--- src/design/mmio_cpl_pkg.sv ---
// ~~~~~~~~~~~~~~~~~~~~~~~~~~~~~~
// Shared sizes, the CplD format code and the
// request, response and completion beat structs
// ~~~~~~~~~~~~~~~~~~~~~~~~~~~~~~

package mmio_cpl_pkg;

    // Every tag in flight owns one slot of the request metadata memory
    localparam int MAX_OUTSTANDING_READS = 32;
    localparam int TAG_W = $clog2(MAX_OUTSTANDING_READS);

    // MMIO reads return at most two dwords
    localparam int PAYLOAD_W = 64;

    // Format/type of a completion with data, 3 dword header
    localparam logic [7:0] FMTTYPE_CPLD = 8'b0100_1010;

    typedef logic [TAG_W-1:0] mmio_tag_t;

    // Request details kept until the accelerator answers
    typedef struct packed {
        mmio_tag_t   tag;
        logic [15:0] requester_id;
        logic [2:0]  tc;
        logic [6:0]  lower_addr;
        logic [11:0] byte_count;
    } mmio_host_req_t;

    typedef struct packed {
        mmio_tag_t              tag;
        logic [PAYLOAD_W-1:0]   payload;
    } mmio_afu_rsp_t;

    // Only the completion fields that the generator fills in
    typedef struct packed {
        logic [7:0]  fmttype;
        logic [9:0]  length;
        logic [11:0] byte_count;
        logic [15:0] requester_id;
        logic [2:0]  tc;
        logic [6:0]  lower_addr;
        mmio_tag_t   tag;
    } cpl_hdr_t;

    // A completion always fits in a single beat
    typedef struct packed {
        cpl_hdr_t               hdr;
        logic [PAYLOAD_W-1:0]   data;
        logic [1:0]             dw_keep;
    } cpl_beat_t;

endpackage

--- src/design/sync_fifo2.sv ---
// ~~~~~~~~~~~~~~~~~~~~~~~~~~~~~~
// Two-entry FIFO, entry type given as a type parameter
// ~~~~~~~~~~~~~~~~~~~~~~~~~~~~~~

`timescale 1ns/1ps

module sync_fifo2 #(
    parameter type entry_t = logic
) (
    input  logic   clk,
    input  logic   reset_n,

    input  logic   enq_en,
    input  entry_t enq_data,
    output logic   not_full,

    input  logic   deq_en,
    output entry_t first,
    output logic   not_empty
);

    // Slot 0 always holds the oldest entry, slot 1 the one behind it
    entry_t data_0;
    entry_t data_1;
    logic   valid_0;
    logic   valid_1;

    // Both flags come straight from registers
    assign first     = data_0;
    assign not_empty = valid_0;
    assign not_full  = !valid_1;

    always_ff @(posedge clk)
    begin
        if (!reset_n)
        begin
            valid_0 <= 1'b0;
            valid_1 <= 1'b0;
        end
        else if (deq_en && !enq_en)
        begin
            // Slot 1 moves up, if it holds anything
            valid_0 <= valid_1;
            valid_1 <= 1'b0;
        end
        else if (enq_en && !deq_en)
        begin
            valid_0 <= 1'b1;
            valid_1 <= valid_0;
        end
    end

    // The valid bits alone tell which payload slots hold live entries
    always_ff @(posedge clk)
    begin
        if (deq_en)
        begin
            // With slot 1 empty a simultaneous enqueue lands in slot 0 directly
            data_0 <= valid_1 ? data_1 : enq_data;
            data_1 <= enq_data;
        end
        else if (enq_en)
        begin
            if (valid_0)
                data_1 <= enq_data;
            else
                data_0 <= enq_data;
        end
    end

endmodule

--- src/design/mmio_req_track.sv ---
// ~~~~~~~~~~~~~~~~~~~~~~~~~~~~~~
// Host read request tracker with a
// tag-indexed metadata memory
// ~~~~~~~~~~~~~~~~~~~~~~~~~~~~~~

`timescale 1ns/1ps

module mmio_req_track (
    input  logic                        clk,

    // Host requests arrive as a strobe and are never stalled
    input  logic                        req_valid,
    input  mmio_cpl_pkg::mmio_host_req_t req,

    // Lookup by the tag of an accepted response
    input  mmio_cpl_pkg::mmio_tag_t     rd_tag,
    input  logic                        rd_en,

    output mmio_cpl_pkg::mmio_host_req_t rsp_meta,
    output logic                        rsp_meta_valid
);

    // One slot per tag, the tag itself is the address
    mmio_cpl_pkg::mmio_host_req_t meta_mem [mmio_cpl_pkg::MAX_OUTSTANDING_READS];

    // Request capture stage in front of the memory write port
    logic                         req_valid_q;
    mmio_cpl_pkg::mmio_host_req_t req_q;

    // Read data register of the memory, followed by the output register
    mmio_cpl_pkg::mmio_host_req_t meta_rd_q;

    // Read strobe pipeline matching the two read stages
    logic rd_en_q;

    // The strobe and the request are both registered first, so a request
    // seen at edge N lands in the memory at edge N+1
    always_ff @(posedge clk)
    begin
        req_valid_q <= req_valid;
        req_q       <= req;
    end

    always_ff @(posedge clk)
    begin
        if (req_valid_q)
        begin
            meta_mem[req_q.tag] <= req_q;
        end
    end

    // A response is accepted at least two cycles after its request,
    // so the read never races the write of the same tag
    always_ff @(posedge clk)
    begin
        meta_rd_q <= meta_mem[rd_tag];
        rsp_meta  <= meta_rd_q;
    end

    // rsp_meta_valid marks the cycle in which rsp_meta belongs to the
    // response accepted two edges earlier
    always_ff @(posedge clk)
    begin
        rd_en_q        <= rd_en;
        rsp_meta_valid <= rd_en_q;
    end

endmodule

--- src/design/mmio_cpl_build.sv ---
// ~~~~~~~~~~~~~~~~~~~~~~~~~~~~~~
// Completion builder: response and metadata
// FIFOs, CplD header and the output register
// ~~~~~~~~~~~~~~~~~~~~~~~~~~~~~~

`timescale 1ns/1ps

module mmio_cpl_build (
    input  logic                         clk,
    input  logic                         reset_n,

    // Accelerator read responses
    input  logic                         rsp_valid,
    input  mmio_cpl_pkg::mmio_afu_rsp_t  rsp,
    output logic                         rsp_ready,

    // Metadata lookup in the request tracker
    output mmio_cpl_pkg::mmio_tag_t      rd_tag,
    output logic                         rd_en,
    input  mmio_cpl_pkg::mmio_host_req_t rsp_meta,
    input  logic                         rsp_meta_valid,

    // Completion stream
    output logic                         cpl_valid,
    output mmio_cpl_pkg::cpl_beat_t      cpl,
    input  logic                         cpl_ready
);

    mmio_cpl_pkg::mmio_afu_rsp_t  rsp_head;
    mmio_cpl_pkg::mmio_host_req_t meta_head;
    logic                         rsp_not_empty;
    logic                         meta_not_empty;
    logic                         rsp_acc;
    logic                         out_free;
    logic                         pair_deq;
    mmio_cpl_pkg::cpl_hdr_t       cpl_hdr;

    // Every accepted response starts a lookup of its own tag
    assign rsp_acc = rsp_valid && rsp_ready;
    assign rd_tag  = rsp.tag;
    assign rd_en   = rsp_acc;

    // The response and its metadata show up two cycles apart, so each
    // gets its own FIFO; the response FIFO always fills first
    sync_fifo2 #(
        .entry_t  (mmio_cpl_pkg::mmio_afu_rsp_t)
    ) afu_rsp_fifo (
        .clk      (clk),
        .reset_n  (reset_n),
        .enq_en   (rsp_acc),
        .enq_data (rsp),
        .not_full (rsp_ready),
        .deq_en   (pair_deq),
        .first    (rsp_head),
        .not_empty(rsp_not_empty)
    );

    // Metadata trails its response, so this FIFO cannot overflow
    // and its full flag is not needed
    sync_fifo2 #(
        .entry_t  (mmio_cpl_pkg::mmio_host_req_t)
    ) meta_fifo (
        .clk      (clk),
        .reset_n  (reset_n),
        .enq_en   (rsp_meta_valid),
        .enq_data (rsp_meta),
        .not_full (),
        .deq_en   (pair_deq),
        .first    (meta_head),
        .not_empty(meta_not_empty)
    );

    // The output register can take a new beat when empty or being drained
    assign out_free = cpl_ready || !cpl_valid;
    assign pair_deq = meta_not_empty && rsp_not_empty && out_free;

    always_comb
    begin
        cpl_hdr = '0;
        cpl_hdr.fmttype      = mmio_cpl_pkg::FMTTYPE_CPLD;
        // Length counts dwords, byte_count is 4 or 8
        cpl_hdr.length       = meta_head.byte_count[11:2];
        cpl_hdr.byte_count   = meta_head.byte_count;
        cpl_hdr.requester_id = meta_head.requester_id;
        cpl_hdr.tc           = meta_head.tc;
        cpl_hdr.lower_addr   = meta_head.lower_addr;
        cpl_hdr.tag          = rsp_head.tag;
    end

    always_ff @(posedge clk)
    begin
        if (!reset_n)
        begin
            cpl_valid <= 1'b0;
        end
        else if (out_free)
        begin
            cpl_valid <= pair_deq;
        end
    end

    // Beat contents change only when a new pair is taken,
    // so they hold while the sink stalls
    always_ff @(posedge clk)
    begin
        if (pair_deq)
        begin
            cpl.hdr  <= cpl_hdr;
            cpl.data <= rsp_head.payload;
            // Upper dword is enabled only for an 8 byte read
            cpl.dw_keep <= {meta_head.byte_count[3], 1'b1};
        end
    end

endmodule

--- src/design/mmio_cpl_top.sv ---
// ~~~~~~~~~~~~~~~~~~~~~~~~~~~~~~
// MMIO read completion generator top
// ~~~~~~~~~~~~~~~~~~~~~~~~~~~~~~

`timescale 1ns/1ps

module mmio_cpl_top (
    input  logic                         clk,
    input  logic                         reset_n,

    // Host read requests, accepted every cycle
    input  logic                         req_valid,
    input  mmio_cpl_pkg::mmio_host_req_t req,

    // Accelerator responses
    input  logic                         rsp_valid,
    input  mmio_cpl_pkg::mmio_afu_rsp_t  rsp,
    output logic                         rsp_ready,

    // Completions with data toward the host
    output logic                         cpl_valid,
    output mmio_cpl_pkg::cpl_beat_t      cpl,
    input  logic                         cpl_ready
);

    mmio_cpl_pkg::mmio_tag_t      rd_tag;
    logic                         rd_en;
    mmio_cpl_pkg::mmio_host_req_t rsp_meta;
    logic                         rsp_meta_valid;

    mmio_req_track mmio_req_track_i (
        .clk           (clk),
        .req_valid     (req_valid),
        .req           (req),
        .rd_tag        (rd_tag),
        .rd_en         (rd_en),
        .rsp_meta      (rsp_meta),
        .rsp_meta_valid(rsp_meta_valid)
    );

    mmio_cpl_build mmio_cpl_build_i (
        .clk           (clk),
        .reset_n       (reset_n),
        .rsp_valid     (rsp_valid),
        .rsp           (rsp),
        .rsp_ready     (rsp_ready),
        .rd_tag        (rd_tag),
        .rd_en         (rd_en),
        .rsp_meta      (rsp_meta),
        .rsp_meta_valid(rsp_meta_valid),
        .cpl_valid     (cpl_valid),
        .cpl           (cpl),
        .cpl_ready     (cpl_ready)
    );

endmodule

--- config.mk ---
export PLATFORM = sky130hd
export DESIGN_NAME = mmio_cpl_top
export DESIGN_NICKNAME = d
export VERILOG_FILES = /design/src/design/mmio_cpl_pkg.sv /design/src/design/sync_fifo2.sv /design/src/design/mmio_req_track.sv /design/src/design/mmio_cpl_build.sv /design/src/design/mmio_cpl_top.sv
export SDC_FILE = /design/constraint.sdc
export NUM_CORES = 1
export LEC_CHECK = 0
export BUFFER_PORTS_ARGS = -buffer_cell sky130_fd_sc_hd__buf_4
export CAP_MARGIN = 10
export CORE_ASPECT_RATIO = 0.9
export CORE_MARGIN = 2
export CORE_UTILIZATION = 56
export CTS_BUF_LIST = sky130_fd_sc_hd__clkbuf_16
export CTS_CLUSTER_DIAMETER = 30
export DETAILED_ROUTE_END_ITERATION = 16
export PLACE_DENSITY = 0.85
export SLEW_MARGIN = 15
export SYNTH_ARGS = -nofsm -noshare
export SYNTH_HDL_FRONTEND = slang
export SYNTH_HIERARCHICAL = 1
export SYNTH_SLANG_ARGS = --single-unit
export TNS_END_PERCENT = 100
--- constraint.sdc ---
create_clock -name clk -period 6.4 [get_ports clk]
set_clock_uncertainty 0.05 [all_clocks]
set_input_delay 0.32 -clock clk [delete_from_list [all_inputs] [get_ports clk]]
set_output_delay 0.32 -clock clk [all_outputs]
set_load 0.01 [all_outputs]
Word-level counts from Yosys, hierarchy flattened. Memories as Yosys holds them, arrays and structs flattened. A register that Yosys moved wholly into a read port is not among the register bits. Cells that the tools add are included.

Bitwise logic cells: 1. Add/sub/neg operators: 0. Equal/unequal tests: 2. Shift operators: 0. Divide/modulo/power cells: 0. Multiplexer cells: 20. Reductions and logical operators: 25. Multiply operators: 0. $lt $le $gt $ge: 0.

Operators with widths (count): 69-bit two-way mux (7); 38-bit two-way mux (7); 2-bit nonzero test (6); 2-bit AND reduction (4); 1-bit logical AND (7); 1-bit two-way mux (6); 1-bit zero test (5); 2-bit OR reduction (2); 2-bit by 1-bit inequality test with 1-bit output, second input constant (1); 2-bit inequality test, second input constant (1); 1-bit logical OR (1); 1-bit NOT (1).

Flip-flop bits (word level): 421. Memories: 1. Bits in latches: 0. Bits in writable memories: 1376. Input bits: 117. ROM bits: 0.

Memory list: mmio_req_track_i.meta_mem (depth 32, width 43, read ports 1, clocked after memory_dff 1, write ports 1, RTL line mmio_req_track.sv:24) `mmio_cpl_pkg::mmio_host_req_t meta_mem [mmio_cpl_pkg::MAX_OUTSTANDING_READS];`.

Depth between registers and ports, before layout.
Word-level depth: 7. Depth in mapped cells: 9. Depth with buffers taken out: 6.

Cells and area by module. The synthesis kept the hierarchy.

Modules (own cells, without submodules): mmio_req_track (times used 1, sequential area each 43962.2 sq um, area an instance 56267.7 sq um, cells an instance 3109); sync_fifo2 at mmio_cpl_build_i.afu_rsp_fifo (times used 1, sequential area each 4184.0 sq um, area an instance 5142.4 sq um, cells an instance 230); mmio_cpl_build (times used 1, sequential area each 3233.1 sq um, area an instance 3479.6 sq um, cells an instance 140); sync_fifo2 at mmio_cpl_build_i.meta_fifo (times used 1, sequential area each 2622.5 sq um, area an instance 3264.4 sq um, cells an instance 149).

Least setup slack after synthesis. No wires, ideal clock.

Path kind: flip-flop to flip-flop. Start: register mmio_cpl_build_i.meta_fifo.valid_0, in the netlist mmio_cpl_build_i/meta_fifo/not_empty. End: register mmio_cpl_build_i.afu_rsp_fifo.data_0, in the netlist mmio_cpl_build_i/afu_rsp_fifo/first[0] (enable). Buffers on the path: 0. Period minus slack after synthesis: 6.679 ns. Data required time: 5.831 ns. Setup slack: -0.279 ns. Data arrival time: 6.110 ns. Cell stages (with the launch flop): 6. Cell sequence: dfxtp_1 -> nand2_2 -> nor2b_4 -> inv_1 -> ha_1 -> a21oi_1.

Cells in the longest elaborated chain, start to end: 4.

Ends and longest elaborated chain: start: declaration (RTL line sync_fifo2.sv:25) `logic valid_0;`; start signal: assignment (RTL line sync_fifo2.sv:43) `valid_0 <= valid_1;`; 1-bit logical AND * (2 in a row) (RTL line mmio_cpl_build.sv:75) `assign pair_deq = meta_not_empty && rsp_not_empty && out_free;`; net mmio_cpl_build_i.pair_deq (RTL line mmio_cpl_build.sv:35) `logic pair_deq;`; 2-bit inequality test (no line) or 2-bit nonzero test (tied branches); 2-bit AND reduction (no line) *; end signal: assignment (RTL line sync_fifo2.sv:59) `data_0 <= valid_1 ? data_1 : enq_data;`; end signal: assignment (RTL line sync_fifo2.sv:67) `data_0 <= enq_data;`; end: declaration (RTL line sync_fifo2.sv:23) `entry_t data_0;`.

The timed path passes the listed nets; every way through them passes the cells marked *. A chain may end at the register's enable or synchronous reset.

Worst setup path after layout.
Start: register mmio_cpl_build_i.meta_fifo.valid_0, in the netlist mmio_cpl_build_i/meta_fifo/not_empty. End: register mmio_cpl_build_i.afu_rsp_fifo.data_0, in the netlist mmio_cpl_build_i/afu_rsp_fifo/first[1] (data pin).

Cells in the longest elaborated chain, start to end: 3.

Ends and longest elaborated chain: 1-bit logical AND (2 in a row) (RTL line mmio_cpl_build.sv:75); net mmio_cpl_build_i.pair_deq (RTL line mmio_cpl_build.sv:35); 69-bit two-way mux (RTL line sync_fifo2.sv:56) `if (deq_en)`.

The timed path passes the listed nets, and every way through them passes these cells.

==> metrics.csv <==
stage,metric,value,unit
status,status,finished clean,
finish,Area Overhead vs Synth,19.8,%
sta,Period minus WS final,3.73,ns
sta,Fin Setup TNS,0,ns
place,port bufs,236,
finish,final net count,3845,
global_route,GR Util All Layers,26.3,%
power,Lkg Pwr,0.0264,uW
finish,Final Non-Filler Cells,5391,
power,VDD IR max,0.296,mV
setup_path,endpoint arrival time on the critical path,4.20,ns
sta,Final period util,58.3,%
sta,Rel. slew slack,18.3,%
clock_network,clock latency on the worst-skew pair,0.81,ns
clock_network,TritonCTS Buffers,228,
sta,"Slew Viols, Final",0,
setup_path,worst flop-to-flop path startpoint,mmio_cpl_build_i/meta_fifo/not_empty,
setup_path,Worst EP required,6.87,ns
min_path,worst min path class,in -> reg,
synthesis,Mapped Area,61500,um2
power,P per Cell Area,360,nW/um2
global_route,global-route wire length before repair,219000,um
place,Placed Cells,4838,
global_route,initial antenna violation count,2,
floorplan,Die W,353,um
setup_path,critical setup path kind,reg -> reg,
detailed_routing,Vias per Instance,6.12,
floorplan,Starting Density,56.4,%
global_route,largest net degree at the start of global routing,130,
clock_network,TritonCTS Sinks,1664,
finish,layout cells sized above 1,21.5,%
floorplan,Core Region,109000,um2
setup_path,endpoint type of the worst setup path,flop,
setup_path,R2R setup slack,2.67,ns
place,hpwl dp,70500,um
synthesis,synth warn,6,
floorplan,I/O pins,246,
global_route,GRT overflow,0,
floorplan,die area,113000,um2
detailed_routing,initial DRC count,4469,
detailed_routing,Post-DRT Antenna Nets,0,
floorplan,die height,318,um
clock_network,CTS H-tree lvls,4,
setup_path,critical path peak fanout,72,
floorplan,placement row count,115,
synthesis,syn avg cell area,18.7,um2
clock_network,cts hold-fix bufs,115,
sta,Slew @ Worst Pin,1.22,ns
min_path,Hold Path Stages,1,
finish,ant diodes,0,
detailed_routing,Routed WL per cell,27.8,um
synthesis,synthesized instance count,3283,
finish,fin area,73700,um2
setup_path,crit start category,flop,
setup_path,Worst Reg2Reg Path Length in Cells,6,
clock_network,TritonCTS clock tree,yes,
setup_path,crit path from,mmio_cpl_build_i/meta_fifo/not_empty,
finish,Layout fillers,6479,
clock_network,clock-pin slew on the worst setup and hold paths,0.06,ns
clock_network,clk buf depth,3,
clock_network,Post CTS Setup Buffer Count,0,
detailed_routing,drt drc,0,
clock_network,PostCTS Resize Cnt,0,
detailed_routing,First-pass DRT Iterations,8,
flow_run,max cap viols,0,
place,RePlAce Congestion,0.764,
place,DP Area,64500,um2
min_path,Hold Startpoint,rsp[64],
clock_network,Root Buffer,clkbuf_16,
setup_path,CP endpoint,mmio_cpl_build_i/afu_rsp_fifo/first[1],
sta,final hold vios,0,
detailed_routing,Routed WL,150000,um
finish,final core utilization,67.6,%
sta,worst hold slack,0.0469,ns
setup_path,R2R Path End,mmio_cpl_build_i/afu_rsp_fifo/first[1],
global_route,vias in the first global route,33888,
detailed_routing,DR vias,33009,
sta,RSZ-0062 raised after global routing,false,
sta,maximum clock rate,268,MHz
sta,Setup-failing EPs final,0,
[worst max-delay path, cell delays in order (launching register included)]
cell and delay (ns):
dfxtp_1 0.45, nand2_2 0.13, nor2b_4 0.14, buf_4 0.50, buf_4 0.81, nand2_4 0.74, mux2_2 0.55
[flip-flops by register name (all words and copies together) (netlist names)]
| signal | count |
|---|---|
| mmio_cpl_build_i/cpl_valid | 1 |
| mmio_cpl_build_i/meta_fifo/not_empty | 1 |
| mmio_req_track_i/rsp_meta_valid | 1 |
| mmio_cpl_build_i/afu_rsp_fifo/not_empty | 1 |
| mmio_req_track_i/req_q | 43 |
| mmio_cpl_build_i/afu_rsp_fifo/valid_1 | 1 |
| mmio_cpl_build_i/afu_rsp_fifo/data_1 | 69 |
| mmio_req_track_i/req_valid_q | 1 |
| mmio_cpl_build_i/meta_fifo/first | 38 |
| mmio_cpl_build_i/meta_fifo/valid_1 | 1 |
| mmio_req_track_i/rsp_meta | 38 |
| mmio_cpl_build_i/afu_rsp_fifo/first | 69 |
| mmio_req_track_i/meta_rd_q | 38 |
| mmio_req_track_i/meta_mem | 1216 |
| mmio_cpl_build_i/meta_fifo/data_1 | 38 |
| mmio_cpl_build_i/cpl | 107 |
| mmio_req_track_i/rd_en_q | 1 |
[power by group]
group | total, uW | switching [uW] | internal (uW)
combinational | 1100 | 661 | 441
sequential | 12600 | 265 | 12300
clock | 12800 | 5100 | 7700
total | 26500 | 6020 | 20500
[layout by cell type (no fill, tap or decap), types with 6 or more instances in the layout]
master and count:
nand2_1 115, inv_1 30, conb_1 9, inv_6 34, ha_1 6, bufinv_16 25, a22oi_1 114, buf_12 8
a31oi_1 40, mux2_4 13, inv_8 8, clkinv_2 23, edfxtp_1 1537, nand3_1 116, mux2i_1 610, nor3_1 38
clkinv_4 27, dfxtp_1 127, dlygate4sd3_1 115, buf_4 285, clkbuf_16 229, a21oi_1 114, clkinv_16 7, a22o_1 76
clkinvlp_4 30, nor2_4 35, clkinv_1 23, mux2_2 94
[metrics by stage]
stage / power [uW] / setup slack [ns]
detailed placement: 13800 / 2.75
global placement: 13700 / 2.83
finish: 26500 / 2.67
global route: 27100 / 2.41
CTS: 26500 / 2.75
floorplan: 13400 / 0.111
[metal layers]
metal	global-route usage, %	vias up	routed length [um]
li1	-	13845	-
met1	34.8	16434	54900
met2	42.7	2345	72500
met3	6.19	383	17400
met4	9.73	2	4920
met5	0	-	8
[area by class of cell]
cell class	count	area (um2)	share of cell area, %
clock inverters	208	2220	3.02
flip-flops and latches	1664	48700	66.1
well taps	1462	1830	2.48
multi-input cells	1412	11700	15.9
clock buffers	229	5730	7.78
repair buffers	410	3490	4.74
inverters	6	22.5	0.0306
[worst min-delay path by stage]
stage | slack, ns | end
3_5_place_dp | 0.26 | mmio_req_track_i/rsp_meta[34]
4_1_cts | 0.06 | mmio_req_track_i/req_q[26]
5_1_grt | 0.07 | mmio_cpl_build_i/afu_rsp_fifo/data_1[64]
3_3_place_gp | 0.26 | mmio_req_track_i/rsp_meta[29]
6_report | 0.05 | mmio_cpl_build_i/afu_rsp_fifo/data_1[64]
2_1_floorplan | 0.26 | mmio_req_track_i/rsp_meta[0]
(Power assumes the default switching activity.)
